[src/design/id_pkg.sv]
// RV32 only; every enum encoding here is shared with the execute stage and must match it
`default_nettype none

package id_pkg;

    // ----------------------------------------------------------
    // Widths and basic types
    // ----------------------------------------------------------
    localparam int XLEN = 32;

    typedef logic [XLEN-1:0] word_t;      // Data word or pc
    typedef logic [4:0]      reg_addr_t;  // GPR index

    // Major opcodes of the kept instruction groups
    typedef enum logic [6:0] {
        OPC_LOAD   = 7'b0000011,
        OPC_OP_IMM = 7'b0010011,
        OPC_OP     = 7'b0110011,
        OPC_STORE  = 7'b0100011,
        OPC_BRANCH = 7'b1100011,
        OPC_JAL    = 7'b1101111,
        OPC_JALR   = 7'b1100111
    } opcode_e;

    // ----------------------------------------------------------
    // Control encodings seen by execute
    // ----------------------------------------------------------
    typedef enum logic [3:0] {
        ALU_NOP, ALU_ADD, ALU_SUB, ALU_SLL, ALU_SRL, ALU_SRA, ALU_XOR, ALU_OR, ALU_AND
    } alu_op_e;

    typedef enum logic [2:0] {
        CMP_NOP, CMP_EQ, CMP_NE, CMP_LT, CMP_GE, CMP_LTU, CMP_GEU
    } cmp_op_e;

    typedef enum logic [3:0] {
        MEM_NOP, MEM_LB, MEM_LH, MEM_LW, MEM_LBU, MEM_LHU, MEM_SB, MEM_SH, MEM_SW
    } mem_op_e;

    // Execute forms pc+4 itself for PC_LINK
    typedef enum logic [1:0] {
        WB_ALU, WB_CMP, WB_PC_LINK
    } wb_sel_e;

    typedef enum logic [2:0] {
        IMM_NONE, IMM_I, IMM_SHAMT, IMM_S, IMM_B, IMM_J
    } imm_sel_e;

    // ----------------------------------------------------------
    // Instruction word views
    // ----------------------------------------------------------
    typedef struct packed {
        logic [6:0] funct7;
        reg_addr_t  rs2;
        reg_addr_t  rs1;
        logic [2:0] funct3;
        reg_addr_t  rd;
        logic [6:0] opcode;
    } insn_r_t;

    typedef struct packed {
        logic [11:0] imm12;
        reg_addr_t   rs1;
        logic [2:0]  funct3;
        reg_addr_t   rd;
        logic [6:0]  opcode;
    } insn_i_t;

    typedef struct packed {
        logic [6:0] imm_hi;  // B format reuses these bits
        reg_addr_t  rs2;
        reg_addr_t  rs1;
        logic [2:0] funct3;
        logic [4:0] imm_lo;
        logic [6:0] opcode;
    } insn_s_t;

    typedef union packed {
        insn_r_t r;
        insn_i_t i;
        insn_s_t s;
    } insn_u;

endpackage

`default_nettype wire
[src/design/decode_ctrl_if.sv]
// Purely combinational bundle, no clock; driven by one decoder only
`default_nettype none

interface decode_ctrl_if;

    id_pkg::alu_op_e alu_op;
    id_pkg::cmp_op_e cmp_op;
    id_pkg::mem_op_e mem_op;
    id_pkg::wb_sel_e wb_sel;
    logic            gpr_we;
    logic            jump;
    logic            illegal;
    logic [1:0]      src_used;  // Bit 0 rs1, bit 1 rs2
    logic            pc_base;   // ALU operand 0 is pc
    logic            use_imm;   // ALU operand 1 is the immediate

    modport decoder (
        output alu_op, cmp_op, mem_op, wb_sel, gpr_we, jump, illegal, src_used,
               pc_base, use_imm
    );

    modport stage (
        input alu_op, cmp_op, mem_op, wb_sel, gpr_we, jump, illegal, src_used,
              pc_base, use_imm
    );

endinterface

`default_nettype wire

[src/design/id_stage.sv]
// RV32I decode stage; register file read is external and must answer in the same cycle
`default_nettype none

module id_stage (
    input  logic              clk_i,
    input  logic              rst_n_i,
    // Upstream
    input  logic              in_valid_i,
    output logic              in_ready_o,
    input  logic [31:0]       insn_i,
    input  id_pkg::word_t     pc_i,
    // Register file
    output id_pkg::reg_addr_t ra_addr_o,
    output id_pkg::reg_addr_t rb_addr_o,
    input  id_pkg::word_t     ra_data_i,
    input  id_pkg::word_t     rb_data_i,
    // Downstream
    output logic              out_valid_o,
    input  logic              out_ready_i,
    output id_pkg::alu_op_e   alu_op_o,
    output id_pkg::word_t     alu_in_0_o,
    output id_pkg::word_t     alu_in_1_o,
    output id_pkg::cmp_op_e   cmp_op_o,
    output id_pkg::word_t     cmp_in_0_o,
    output id_pkg::word_t     cmp_in_1_o,
    output id_pkg::mem_op_e   mem_op_o,
    output id_pkg::word_t     mem_wr_data_o,
    output id_pkg::wb_sel_e   wb_sel_o,
    output logic              gpr_we_o,
    output logic              jump_o,
    output logic              illegal_o,
    output id_pkg::reg_addr_t rd_addr_o,
    output id_pkg::word_t     pc_o,
    output logic [1:0]        src_used_o
);

    id_pkg::insn_u    insn;
    id_pkg::imm_sel_e imm_sel;
    id_pkg::word_t    imm;

    decode_ctrl_if ctrl_if ();

    assign insn      = insn_i;
    assign ra_addr_o = insn.r.rs1;  // Read ports follow insn_i directly
    assign rb_addr_o = insn.r.rs2;

    insn_decoder u_insn_decoder (
        .insn_i    (insn),
        .ctrl      (ctrl_if.decoder),
        .imm_sel_o (imm_sel)
    );

    imm_gen u_imm_gen (
        .insn_i    (insn),
        .imm_sel_i (imm_sel),
        .imm_o     (imm)
    );

    id_ex_stage_reg u_id_ex_stage_reg (
        .clk_i         (clk_i),
        .rst_n_i       (rst_n_i),
        .in_valid_i    (in_valid_i),
        .in_ready_o    (in_ready_o),
        .pc_i          (pc_i),
        .rd_i          (insn.r.rd),
        .ra_data_i     (ra_data_i),
        .rb_data_i     (rb_data_i),
        .imm_i         (imm),
        .ctrl          (ctrl_if.stage),
        .out_valid_o   (out_valid_o),
        .out_ready_i   (out_ready_i),
        .alu_op_o      (alu_op_o),
        .alu_in_0_o    (alu_in_0_o),
        .alu_in_1_o    (alu_in_1_o),
        .cmp_op_o      (cmp_op_o),
        .cmp_in_0_o    (cmp_in_0_o),
        .cmp_in_1_o    (cmp_in_1_o),
        .mem_op_o      (mem_op_o),
        .mem_wr_data_o (mem_wr_data_o),
        .wb_sel_o      (wb_sel_o),
        .gpr_we_o      (gpr_we_o),
        .jump_o        (jump_o),
        .illegal_o     (illegal_o),
        .rd_addr_o     (rd_addr_o),
        .pc_o          (pc_o),
        .src_used_o    (src_used_o)
    );

endmodule

`default_nettype wire

[src/design/id_ex_stage_reg.sv]
// One-entry output register; operand data must be valid in the cycle in_valid_i is high
`default_nettype none

module id_ex_stage_reg (
    input  logic              clk_i,
    input  logic              rst_n_i,
    input  logic              in_valid_i,
    output logic              in_ready_o,
    input  id_pkg::word_t     pc_i,
    input  id_pkg::reg_addr_t rd_i,
    input  id_pkg::word_t     ra_data_i,
    input  id_pkg::word_t     rb_data_i,
    input  id_pkg::word_t     imm_i,
    decode_ctrl_if.stage      ctrl,
    output logic              out_valid_o,
    input  logic              out_ready_i,
    output id_pkg::alu_op_e   alu_op_o,
    output id_pkg::word_t     alu_in_0_o,
    output id_pkg::word_t     alu_in_1_o,
    output id_pkg::cmp_op_e   cmp_op_o,
    output id_pkg::word_t     cmp_in_0_o,
    output id_pkg::word_t     cmp_in_1_o,
    output id_pkg::mem_op_e   mem_op_o,
    output id_pkg::word_t     mem_wr_data_o,
    output id_pkg::wb_sel_e   wb_sel_o,
    output logic              gpr_we_o,
    output logic              jump_o,
    output logic              illegal_o,
    output id_pkg::reg_addr_t rd_addr_o,
    output id_pkg::word_t     pc_o,
    output logic [1:0]        src_used_o
);

    logic accept;

    // Free slot, or the slot drains this cycle
    assign in_ready_o = !out_valid_o || out_ready_i;
    assign accept     = in_valid_i && in_ready_o;

    // ----------------------------------------------------------
    // Handshake state and control flags
    // ----------------------------------------------------------
    always_ff @(posedge clk_i) begin
        if (!rst_n_i) begin
            out_valid_o <= 1'b0;
            gpr_we_o    <= 1'b0;
            jump_o      <= 1'b0;
            illegal_o   <= 1'b0;
        end else if (accept) begin
            out_valid_o <= 1'b1;
            gpr_we_o    <= ctrl.gpr_we;
            jump_o      <= ctrl.jump;
            illegal_o   <= ctrl.illegal;
        end else if (out_ready_i) begin
            out_valid_o <= 1'b0;  // Drained, nothing new
        end
    end

    // ----------------------------------------------------------
    // Operand selection and payload
    // ----------------------------------------------------------
    always_ff @(posedge clk_i) begin
        if (accept) begin
            alu_op_o      <= ctrl.alu_op;
            alu_in_0_o    <= ctrl.pc_base ? pc_i : ra_data_i;
            alu_in_1_o    <= ctrl.use_imm ? imm_i : rb_data_i;
            cmp_op_o      <= ctrl.cmp_op;
            cmp_in_0_o    <= ra_data_i;
            cmp_in_1_o    <= rb_data_i;
            mem_op_o      <= ctrl.mem_op;
            mem_wr_data_o <= rb_data_i;  // Store data
            wb_sel_o      <= ctrl.wb_sel;
            rd_addr_o     <= rd_i;
            pc_o          <= pc_i;
            src_used_o    <= ctrl.src_used;
        end
    end

endmodule

`default_nettype wire

[src/design/imm_gen.sv]
// No U format; SHAMT is zero-extended and the B/J immediates keep bit 0 at zero
`default_nettype none

module imm_gen (
    input  id_pkg::insn_u    insn_i,
    input  id_pkg::imm_sel_e imm_sel_i,
    output id_pkg::word_t    imm_o
);

    id_pkg::insn_i_t iw;
    id_pkg::insn_s_t sw;

    assign iw = insn_i.i;
    assign sw = insn_i.s;

    always_comb begin
        case (imm_sel_i)
            id_pkg::IMM_I:     imm_o = {{20{iw.imm12[11]}}, iw.imm12};
            id_pkg::IMM_SHAMT: imm_o = {27'b0, iw.imm12[4:0]};  // insn[24:20]
            id_pkg::IMM_S:     imm_o = {{20{sw.imm_hi[6]}}, sw.imm_hi, sw.imm_lo};
            // imm[12|10:5] in imm_hi, imm[4:1|11] in imm_lo
            id_pkg::IMM_B: begin
                imm_o = {{19{sw.imm_hi[6]}}, sw.imm_hi[6], sw.imm_lo[0],
                         sw.imm_hi[5:0], sw.imm_lo[4:1], 1'b0};
            end
            // imm[20|10:1|11|19:12] sits in insn[31:12]
            id_pkg::IMM_J: begin
                imm_o = {{11{iw.imm12[11]}}, iw.imm12[11], iw.rs1, iw.funct3,
                         iw.imm12[0], iw.imm12[10:1], 1'b0};
            end
            default:           imm_o = '0;
        endcase
    end

endmodule

`default_nettype wire

[src/design/insn_decoder.sv]
// RV32I subset without LUI/AUIPC, FENCE and SYSTEM; anything else decodes as an illegal no-op
`default_nettype none

module insn_decoder (
    input  id_pkg::insn_u    insn_i,
    decode_ctrl_if.decoder   ctrl,
    output id_pkg::imm_sel_e imm_sel_o
);

    logic [6:0] opcode;
    logic [2:0] funct3;
    logic [6:0] funct7;
    logic       bad;

    assign opcode = insn_i.i.opcode;
    assign funct3 = insn_i.i.funct3;
    assign funct7 = insn_i.r.funct7;  // Also the upper imm bits of shifts

    always_comb begin
        // No-op defaults
        bad           = 1'b0;
        ctrl.alu_op   = id_pkg::ALU_NOP;
        ctrl.cmp_op   = id_pkg::CMP_NOP;
        ctrl.mem_op   = id_pkg::MEM_NOP;
        ctrl.wb_sel   = id_pkg::WB_ALU;
        ctrl.gpr_we   = 1'b0;
        ctrl.jump     = 1'b0;
        ctrl.src_used = 2'b00;
        ctrl.pc_base  = 1'b0;
        ctrl.use_imm  = 1'b0;
        imm_sel_o     = id_pkg::IMM_NONE;

        case (opcode)
            id_pkg::OPC_LOAD: begin
                ctrl.src_used = 2'b01;
                ctrl.alu_op   = id_pkg::ALU_ADD;  // Address = rs1 + imm
                ctrl.use_imm  = 1'b1;
                ctrl.gpr_we   = 1'b1;
                imm_sel_o     = id_pkg::IMM_I;
                case (funct3)
                    3'b000:  ctrl.mem_op = id_pkg::MEM_LB;
                    3'b001:  ctrl.mem_op = id_pkg::MEM_LH;
                    3'b010:  ctrl.mem_op = id_pkg::MEM_LW;
                    3'b100:  ctrl.mem_op = id_pkg::MEM_LBU;
                    3'b101:  ctrl.mem_op = id_pkg::MEM_LHU;
                    default: bad = 1'b1;
                endcase
            end
            id_pkg::OPC_OP_IMM: begin
                ctrl.src_used = 2'b01;
                ctrl.use_imm  = 1'b1;
                ctrl.gpr_we   = 1'b1;
                imm_sel_o     = id_pkg::IMM_I;
                case (funct3)
                    3'b000: ctrl.alu_op = id_pkg::ALU_ADD;
                    3'b010: begin
                        ctrl.cmp_op = id_pkg::CMP_LT;
                        ctrl.wb_sel = id_pkg::WB_CMP;
                    end
                    3'b011: begin
                        ctrl.cmp_op = id_pkg::CMP_LTU;
                        ctrl.wb_sel = id_pkg::WB_CMP;
                    end
                    3'b100: ctrl.alu_op = id_pkg::ALU_XOR;
                    3'b110: ctrl.alu_op = id_pkg::ALU_OR;
                    3'b111: ctrl.alu_op = id_pkg::ALU_AND;
                    3'b001: begin
                        ctrl.alu_op = id_pkg::ALU_SLL;
                        imm_sel_o   = id_pkg::IMM_SHAMT;
                        bad         = (funct7 != 7'b0000000);
                    end
                    default: begin // SRLI / SRAI
                        imm_sel_o = id_pkg::IMM_SHAMT;
                        if (funct7 == 7'b0000000) ctrl.alu_op = id_pkg::ALU_SRL;
                        else if (funct7 == 7'b0100000) ctrl.alu_op = id_pkg::ALU_SRA;
                        else bad = 1'b1;
                    end
                endcase
            end
            id_pkg::OPC_OP: begin
                ctrl.src_used = 2'b11;
                ctrl.gpr_we   = 1'b1;
                case (funct3)
                    3'b000: ctrl.alu_op = funct7[5] ? id_pkg::ALU_SUB : id_pkg::ALU_ADD;
                    3'b001: ctrl.alu_op = id_pkg::ALU_SLL;
                    3'b010: begin
                        ctrl.cmp_op = id_pkg::CMP_LT;
                        ctrl.wb_sel = id_pkg::WB_CMP;
                    end
                    3'b011: begin
                        ctrl.cmp_op = id_pkg::CMP_LTU;
                        ctrl.wb_sel = id_pkg::WB_CMP;
                    end
                    3'b100: ctrl.alu_op = id_pkg::ALU_XOR;
                    3'b101: ctrl.alu_op = funct7[5] ? id_pkg::ALU_SRA : id_pkg::ALU_SRL;
                    3'b110: ctrl.alu_op = id_pkg::ALU_OR;
                    default: ctrl.alu_op = id_pkg::ALU_AND;
                endcase
                // funct7 bit 5 is only valid for SUB and SRA
                bad = ((funct7 & 7'b1011111) != 7'b0000000) ||
                      (funct7[5] && (funct3 != 3'b000) && (funct3 != 3'b101));
            end
            id_pkg::OPC_STORE: begin
                ctrl.src_used = 2'b11;
                ctrl.alu_op   = id_pkg::ALU_ADD;
                ctrl.use_imm  = 1'b1;
                imm_sel_o     = id_pkg::IMM_S;
                case (funct3)
                    3'b000:  ctrl.mem_op = id_pkg::MEM_SB;
                    3'b001:  ctrl.mem_op = id_pkg::MEM_SH;
                    3'b010:  ctrl.mem_op = id_pkg::MEM_SW;
                    default: bad = 1'b1;
                endcase
            end
            id_pkg::OPC_BRANCH: begin
                ctrl.src_used = 2'b11;
                ctrl.alu_op   = id_pkg::ALU_ADD;  // Target = pc + imm
                ctrl.pc_base  = 1'b1;
                ctrl.use_imm  = 1'b1;
                imm_sel_o     = id_pkg::IMM_B;
                case (funct3)
                    3'b000:  ctrl.cmp_op = id_pkg::CMP_EQ;
                    3'b001:  ctrl.cmp_op = id_pkg::CMP_NE;
                    3'b100:  ctrl.cmp_op = id_pkg::CMP_LT;
                    3'b101:  ctrl.cmp_op = id_pkg::CMP_GE;
                    3'b110:  ctrl.cmp_op = id_pkg::CMP_LTU;
                    3'b111:  ctrl.cmp_op = id_pkg::CMP_GEU;
                    default: bad = 1'b1;
                endcase
            end
            id_pkg::OPC_JAL: begin
                ctrl.alu_op  = id_pkg::ALU_ADD;
                ctrl.pc_base = 1'b1;
                ctrl.use_imm = 1'b1;
                ctrl.jump    = 1'b1;
                ctrl.wb_sel  = id_pkg::WB_PC_LINK;
                ctrl.gpr_we  = 1'b1;
                imm_sel_o    = id_pkg::IMM_J;
            end
            id_pkg::OPC_JALR: begin
                ctrl.src_used = 2'b01;
                ctrl.alu_op   = id_pkg::ALU_ADD;  // Execute clears bit 0 of the sum
                ctrl.use_imm  = 1'b1;
                ctrl.jump     = 1'b1;
                ctrl.wb_sel   = id_pkg::WB_PC_LINK;
                ctrl.gpr_we   = 1'b1;
                imm_sel_o     = id_pkg::IMM_I;
                bad           = (funct3 != 3'b000);
            end
            default: bad = 1'b1;
        endcase

        // Undefined encodings fall back to a plain no-op
        if (bad) begin
            ctrl.alu_op   = id_pkg::ALU_NOP;
            ctrl.cmp_op   = id_pkg::CMP_NOP;
            ctrl.mem_op   = id_pkg::MEM_NOP;
            ctrl.wb_sel   = id_pkg::WB_ALU;
            ctrl.gpr_we   = 1'b0;
            ctrl.jump     = 1'b0;
            ctrl.src_used = 2'b00;
            ctrl.pc_base  = 1'b0;
            ctrl.use_imm  = 1'b0;
            imm_sel_o     = id_pkg::IMM_NONE;
        end
        ctrl.illegal = bad;
    end

endmodule

`default_nettype wire

[config.mk]
export PLATFORM = sky130hd
export DESIGN_NAME = id_stage
export DESIGN_NICKNAME = d
export VERILOG_FILES = /design/src/design/id_pkg.sv /design/src/design/decode_ctrl_if.sv /design/src/design/id_stage.sv /design/src/design/id_ex_stage_reg.sv /design/src/design/imm_gen.sv /design/src/design/insn_decoder.sv
export SDC_FILE = /design/constraint.sdc
export NUM_CORES = 1
export LEC_CHECK = 0
export ABC_AREA = 1
export BUFFER_PORTS_ARGS = -buffer_cell sky130_fd_sc_hd__buf_2
export CORE_AREA = 2 2 138 140
export DETAILED_ROUTE_END_ITERATION = 7
export DIE_AREA = 0 0 140 142
export PLACE_DENSITY = 0.72
export SLEW_MARGIN = 10
export SYNTH_ARGS = -nofsm -noshare
export SYNTH_HDL_FRONTEND = slang
export SYNTH_SLANG_ARGS = --single-unit
[constraint.sdc]
create_clock -name clk_i -period 6.6 [get_ports clk_i]
set_input_delay 1.32 -clock clk_i [delete_from_list [all_inputs] [get_ports clk_i]]
set_output_delay 1.32 -clock clk_i [all_outputs]
set_load 0.02 [all_outputs]
==> qor.json, run 1 <==
{
  "outcome": {
    "outcome": "complete, but fails checks",
    "failed_checks": "design-rule violations"
  },
  "cts": {
    "cts_tree": "yes",
    "cts-buffers-inserted": 17,
    "cts_sinks": 184,
    "path_clk_slew_ns": 0.07,
    "cts_hold_repair.buffers": 0,
    "cts_buffer_depth": 2,
    "clock_tree.root_cell": "clkbuf_16",
    "postCtsResizedCells": 0,
    "postCtsSetupBuffers": 0,
    "clock_tree.htree_level_count": 4,
    "worstSkewPairLatency_ns": 0.42
  },
  "finish": {
    "design.final.nets": 1080,
    "layout.area.seq_um2": 5490,
    "final.fill_count": 1640,
    "drive_gt1_frac": 0.432,
    "area_delta_synth_final_pct": 31.1,
    "footprint_of_the_multi_input_gates_um2": 1510,
    "final_core_util": 0.537,
    "antenna_cells": 0
  },
  "worst_setup_path": {
    "cp_max_fo": 36,
    "cell_by_cell_trace_of_the_critical_path": "buf_2 -> inv_1 -> nand2_1 -> nor2_1 -> nand3_1 -> nand2_1 -> nor2_1 -> nor2_2 -> nand3_2 -> inv_2 -> nand2_1 -> nand2_1",
    "regToRegEndpoint": "u_id_ex_stage_reg.pc_o[31]$_DFFE_PP_",
    "timing.critical_path.mode_cell": "nand2_1",
    "worst_path_bufs_invs": 3,
    "cp_top_family": "simple AND/OR/NAND/NOR gates",
    "setup.reg_to_reg.worst_slack_ns": 4.50,
    "path_depth": 12,
    "crit_path_start_kind": "input port",
    "crit_path_end_kind": "register",
    "timing.rr.start": "u_id_ex_stage_reg.out_valid_o$_SDFFE_PN0P_",
    "crit_path_end": "u_id_ex_stage_reg.alu_in_0_o[13]$_DFFE_PP_",
    "arrival_ns": 4.38,
    "cp_slowest_stage_delay_ns": 0.81,
    "critical_path.slowest_cell": "inv_2",
    "criticalPathCategory": "in2reg",
    "number_of_cells_on_the_worst_reg_to_reg_path": 4,
    "worstSetupStartpoint": "insn_i[3]",
    "required_ns": 6.88
  },
  "routing": {
    "drt_first_pass_iters": 8,
    "detailroute.wirelength.met3_um": 1750,
    "routed_via_density": 4.85,
    "total_wire_length_um": 21200,
    "drcViolationCount": 25,
    "ant_nets": 0,
    "wl_met2_um": 11200,
    "maxUsedRoutingLayer": "met5",
    "routed-via-count": 5798,
    "post_dr_wirelength_cell_um": 17.7,
    "drt_iter0_markers": 405,
    "wirelength_met1_um": 8030
  },
  "min_path": {
    "worst_hold_startpoint": "u_id_ex_stage_reg.gpr_we_o$_SDFFE_PN0P_",
    "hp-class": "reg2reg",
    "hold_depth": 2
  },
  "placement": {
    "routabilityCongestion": 0.926,
    "place_hpwl_um": 15800,
    "io_buffers": 358
  },
  "timing": {
    "worstMarginPinSlew_ns": 0.866,
    "setup-violations-final": 0,
    "grt_setup_unrepaired": "no",
    "max_freq_mhz": 244,
    "finalHoldViolations": 0,
    "final-max-slew-violation-count": 0,
    "setup_total_negative_slack_ns": 0,
    "hold-worst-slack_ns": 0.492,
    "slew_headroom": 0.423,
    "timing.clock.skew_ns": 0.00837,
    "finalCritPeriodShare": 0.621,
    "fin_crit_ns": 4.10
  },
  "logic_synthesis": {
    "syn_nets": 759,
    "sequential_fraction_of_the_synthesis_area": 0.725,
    "synth_area_um2": 7560,
    "postSynthCellCount": 627,
    "synth_ff_type": "edfxtp_1",
    "post_synth_most_frequent_cells": "nand2_1 (220), edfxtp_1 (180), buf_4 (44), inv_1 (36), nand3_1 (30)",
    "synth.most_common_cell": "nand2_1",
    "async_reset_ff_frac": 0,
    "most_area_hungry_cell_type_in_the_yosys_netlist": "edfxtp_1",
    "synth_edf_count": 180,
    "post_synth_main_area_contributors": "edfxtp_1 (71%), nand2_1 (11%), buf_4 (4.4%), nand3_1 (2.0%), inv_1 (1.8%)",
    "postSynthRegisterBits": 184,
    "distinct_cell_type_count_of_the_synthesized_netlist": 32,
    "postSynthAreaPerCell_um2": 12.1,
    "synth-warning-count": 0,
    "area_share_of_the_largest_cell_type_after_synthesis": 0.715
  },
  "grt": {
    "first_pass_grt_wire_length_um": 30800,
    "grt_pass1_vias": 5416,
    "grt_start_max_net_pins": 104,
    "antenna_found_initial": 1,
    "global_route.usage.total": 0.205,
    "overflow": 0
  },
  "pwr": {
    "leakage_nw": 4.60,
    "vdd_ir_drop_max_mv": 0.162,
    "power_density_nw_per_um2": 282
  },
  "floorplan": {
    "top_level_ports": 359,
    "placement_rows": 50,
    "die_width_um": 140,
    "floorplan.core_area_um2": 18500,
    "design.die.area_um2": 19900,
    "die-height_um": 142,
    "initial_utilization": 0.410
  },
  "flow_run": {
    "timing.max_cap.violations": 0
  }
}
==> cells in the final DEF, fill, tap and decap left out, types with 2 or more instances in the layout <==
cell / Yosys / routed
dfxtp_1: 4 / 4
o21ai_1: 2 / 2
clkinv_8: 0 / 4
nand2_1: 220 / 219
nor2_1: 29 / 29
a21oi_1: 8 / 8
inv_1: 36 / 35
bufinv_16: 0 / 2
nor2_2: 6 / 6
a31oi_1: 3 / 3
inv_6: 0 / 3
buf_2: 6 / 358
o31ai_1: 3 / 3
o21ai_0: 6 / 6
nand2_2: 5 / 6
inv_8: 0 / 4
nand3_1: 30 / 30
clkbuf_16: 0 / 17
nand4_1: 14 / 14
inv_2: 6 / 6
o211ai_1: 5 / 5
nor3_1: 2 / 2
edfxtp_1: 180 / 180
==> flip-flops by register name (all words and copies together) (netlist names) <==
register,flops
u_id_ex_stage_reg.cmp_in_0_o,32
u_id_ex_stage_reg.cmp_op_o,3
u_id_ex_stage_reg.wb_sel_o,2
u_id_ex_stage_reg.illegal_o,1
u_id_ex_stage_reg.src_used_o,2
u_id_ex_stage_reg.pc_o,32
u_id_ex_stage_reg.alu_in_1_o,32
u_id_ex_stage_reg.rd_addr_o,5
u_id_ex_stage_reg.jump_o,1
u_id_ex_stage_reg.alu_in_0_o,32
u_id_ex_stage_reg.mem_op_o,4
u_id_ex_stage_reg.gpr_we_o,1
u_id_ex_stage_reg.alu_op_o,4
u_id_ex_stage_reg.out_valid_o,1
u_id_ex_stage_reg.cmp_in_1_o,32
==> power breakdown <==
group          switching, W  internal (W)
clock network      0.000498      0.000590
registers         0.0000203       0.00136
logic              0.000223     0.0000973
==> area by class of cell <==
type / count / area share
clock buffers: 17 / 0.0429
multi-input cells: 343 / 0.152
repair buffers: 359 / 0.183
flip-flops and latches: 184 / 0.553
well taps: 234 / 0.0295
inverters: 43 / 0.0168
clock inverters: 15 / 0.0222
==> metrics by stage <==
stage                     total power [W]  instances  setup WS, ns  cell area (µm²)
after detailed placement          0.00173       1163          1.80             9260
final                             0.00279       1195          2.50             9910
after global placement            0.00173       1163          1.80             9260
after global routing              0.00289       1195          2.09             9910
after CTS                         0.00282       1195          2.26             9910
after floorplan                   0.00161        627         0.790             7560
==> logic make-up (layout without fill, tap and decap cells) <==
| kind of cell | Yosys count | in the layout | share of synthesized area |
|---|---|---|---|
| compound gates | 31 | 31 | 0.0258 |
| buf+inv | 100 | 434 | 0.0754 |
| flops | 184 | 184 | 0.725 |
| simple gates | 312 | 312 | 0.173 |
==> routing by layer <==
| metal | up-vias | track usage |
|---|---|---|
| met3 | 19 | 0.0552 |
| li1 | 2752 | - |
| met5 | - | 0 |
| met2 | 298 | 0.366 |
| met1 | 2727 | 0.251 |
| met4 | 2 | 0.0494 |
==> how the worst min path moves through the flow <==
stage,endpoint,slack (ns)
6_report,u_id_ex_stage_reg.gpr_we_o$_SDFFE_PN0P_,0.49
5_1_grt,u_id_ex_stage_reg.gpr_we_o$_SDFFE_PN0P_,0.49
4_1_cts,u_id_ex_stage_reg.gpr_we_o$_SDFFE_PN0P_,0.49
3_5_place_dp,u_id_ex_stage_reg.gpr_we_o$_SDFFE_PN0P_,0.47
3_3_place_gp,u_id_ex_stage_reg.gpr_we_o$_SDFFE_PN0P_,0.46
2_1_floorplan,u_id_ex_stage_reg.gpr_we_o$_SDFFE_PN0P_,0.54
==> worst register-to-register path, cell delays in order (launching register included) <==
cell and delay (ns):
dfxtp_1 0.32, nand2_1 0.10, nand2_1 0.15, inv_6 0.57, buf_12 0.52
Power figures use the tool's default switching activity.
==> run 2, diff against run 1 <==
- CORE_AREA: 2 2 138 140 -> not set
- CORE_MARGIN: not set -> 2
- CORE_UTILIZATION: not set -> 42
- DIE_AREA: 0 0 140 142 -> not set
- PLACE_DENSITY: 0.72 -> 0.76
- clock period: 6.6 -> 3.6 ns (I/O delays scaled with it)
==> qor.json, run 2 (synthesis gave the netlist of run 1 again) <==
{
  "routing": {
    "drt_first_pass_iters": 4,
    "total_wire_length_um": 20700,
    "drcViolationCount": 0,
    "drt_iter0_markers": 361,
    "ant_nets": 0,
    "routed-via-count": 5793,
    "routed_via_density": 4.83,
    "post_dr_wirelength_cell_um": 17.3
  },
  "timing": {
    "slew_headroom": 0.464,
    "timing.clock.skew_ns": 0.0123,
    "grt_setup_unrepaired": "no",
    "fin_crit_ns": 2.66,
    "finalHoldViolations": 0,
    "hold-worst-slack_ns": 0.479,
    "finalCritPeriodShare": 0.740,
    "layout_setup_ws_ns": 0.936,
    "final-max-slew-violation-count": 0,
    "worstMarginPinSlew_ns": 0.804,
    "max_freq_mhz": 375,
    "setup-violations-final": 0
  },
  "grt": {
    "antenna_found_initial": 6,
    "grt_pass1_vias": 5544,
    "global_route.usage.total": 0.212,
    "first_pass_grt_wire_length_um": 31000,
    "grt_start_max_net_pins": 124,
    "overflow": 0
  },
  "placement": {
    "setup_slack_at_placement_ns": 0.524,
    "io_buffers": 358,
    "place_hpwl_um": 15800,
    "routabilityCongestion": 0.926,
    "total_placed_cells_including_tap_cells": 1163
  },
  "worst_setup_path": {
    "crit_path_end_kind": "register",
    "arrival_ns": 2.83,
    "crit_path_start_kind": "input port",
    "required_ns": 3.76,
    "criticalPathCategory": "in2reg",
    "cp_max_fo": 20
  },
  "cts": {
    "cts_tree": "yes",
    "cts_hold_repair.buffers": 0,
    "cts_buffer_depth": 2,
    "cts-buffers-inserted": 17,
    "clock_tree.root_cell": "clkbuf_16",
    "worstSkewPairLatency_ns": 0.43,
    "path_clk_slew_ns": 0.07,
    "postCtsResizedCells": 0,
    "postCtsSetupBuffers": 0,
    "clock_tree.htree_level_count": 4,
    "cts_sinks": 184
  },
  "finish": {
    "number_of_cells_in_the_finished_layout_apart_from_fillers": 1199,
    "drive_gt1_frac": 0.436,
    "mostFrequentLayoutCells": "buf_2 (358), nand2_1 (218), edfxtp_1 (180), inv_1 (34), nand3_1 (30)",
    "layout.area.seq_um2": 5490,
    "area_delta_synth_final_pct": 31.6,
    "design.final.nets": 1085,
    "footprint_of_the_multi_input_gates_um2": 1530,
    "final_common_cell": "buf_2",
    "final.fill_count": 1538,
    "final_core_util": 0.558
  },
  "floorplan": {
    "die-height_um": 138,
    "design.die.area_um2": 19100,
    "top_level_ports": 359,
    "floorplan.core_area_um2": 17800,
    "initial_utilization": 0.424,
    "die_width_um": 138,
    "placement_rows": 49
  },
  "pwr": {
    "leakage_nw": 4.61,
    "vdd_ir_drop_max_mv": 0.309,
    "power.total_w": 0.00502,
    "power_density_nw_per_um2": 505
  },
  "min_path": {
    "hp-class": "in2reg"
  },
  "flow_run": {
    "timing.max_cap.violations": 0
  },
  "outcome": {
    "outcome": "finished clean"
  }
}
## run 2: changes by cell type in the layout (fill, tap and decap cells not counted), sizes merged
cell and change:
clkinvlp +1, clkinv +1, diode +4, inv -1, buf +5, bufinv -1
## run 2: power breakdown
part | switching, W | internal, W | total [W]
sequential | 0.0000412 | 0.00250 | 0.00254
clock | 0.000895 | 0.000999 | 0.00189
combinational | 0.000406 | 0.000182 | 0.000589
total | 0.00134 | 0.00368 | 0.00502
## run 2: worst paths after layout
kind	end	depth (start not counted)	from	slack, ns
worst max-delay path	u_id_ex_stage_reg.alu_in_1_o[28]$_DFFE_PP_	14	insn_i[4]	0.94
worst min-delay path	u_id_ex_stage_reg.cmp_in_0_o[27]$_DFFE_PP_	1	ra_data_i[27]	0.48
worst max register to register	u_id_ex_stage_reg.rd_addr_o[2]$_DFFE_PP_	4	u_id_ex_stage_reg.out_valid_o$_SDFFE_PN0P_	1.96
worst min register to register	u_id_ex_stage_reg.gpr_we_o$_SDFFE_PN0P_	2	u_id_ex_stage_reg.gpr_we_o$_SDFFE_PN0P_	0.49
## run 2: layout make-up
cell class                 instances  area share
inverter                          43      0.0182
clock buffer                      17      0.0427
multi-input combinational        343       0.154
sequential                       184       0.551
antenna                            4     0.00101
tap                              229      0.0288
clock inverter                    15      0.0185
timing repair buffer             364       0.186
## run 2: critical path, cell delays in order
cell and delay (ns):
buf_2 0.14, inv_2 0.08, nand2_2 0.06, nor2_2 0.36
nand2_1 0.20, nand2_1 0.17, inv_2 0.04, nand3_1 0.05
nand2_1 0.05, nor2_1 0.12, nand2_1 0.32, buf_4 0.35
nand2_1 0.08, nand2_1 0.07
## run 2: metal layers
layer / GRT usage / share of wire
met2: 0.355 / 0.51
met1: 0.261 / 0.39
met4: 0.0892 / 0.020
met3: 0.0575 / 0.076
met5: 0 / 0.0014
## run 2: per-stage QoR
step                      setup TNS (ns)  cell area, µm²
after floorplan                   -76.94            7610
after global placement                 0            9330
after detailed placement               0            9330
after CTS                              0            9940
after global routing                   0            9950
final                                  0            9950
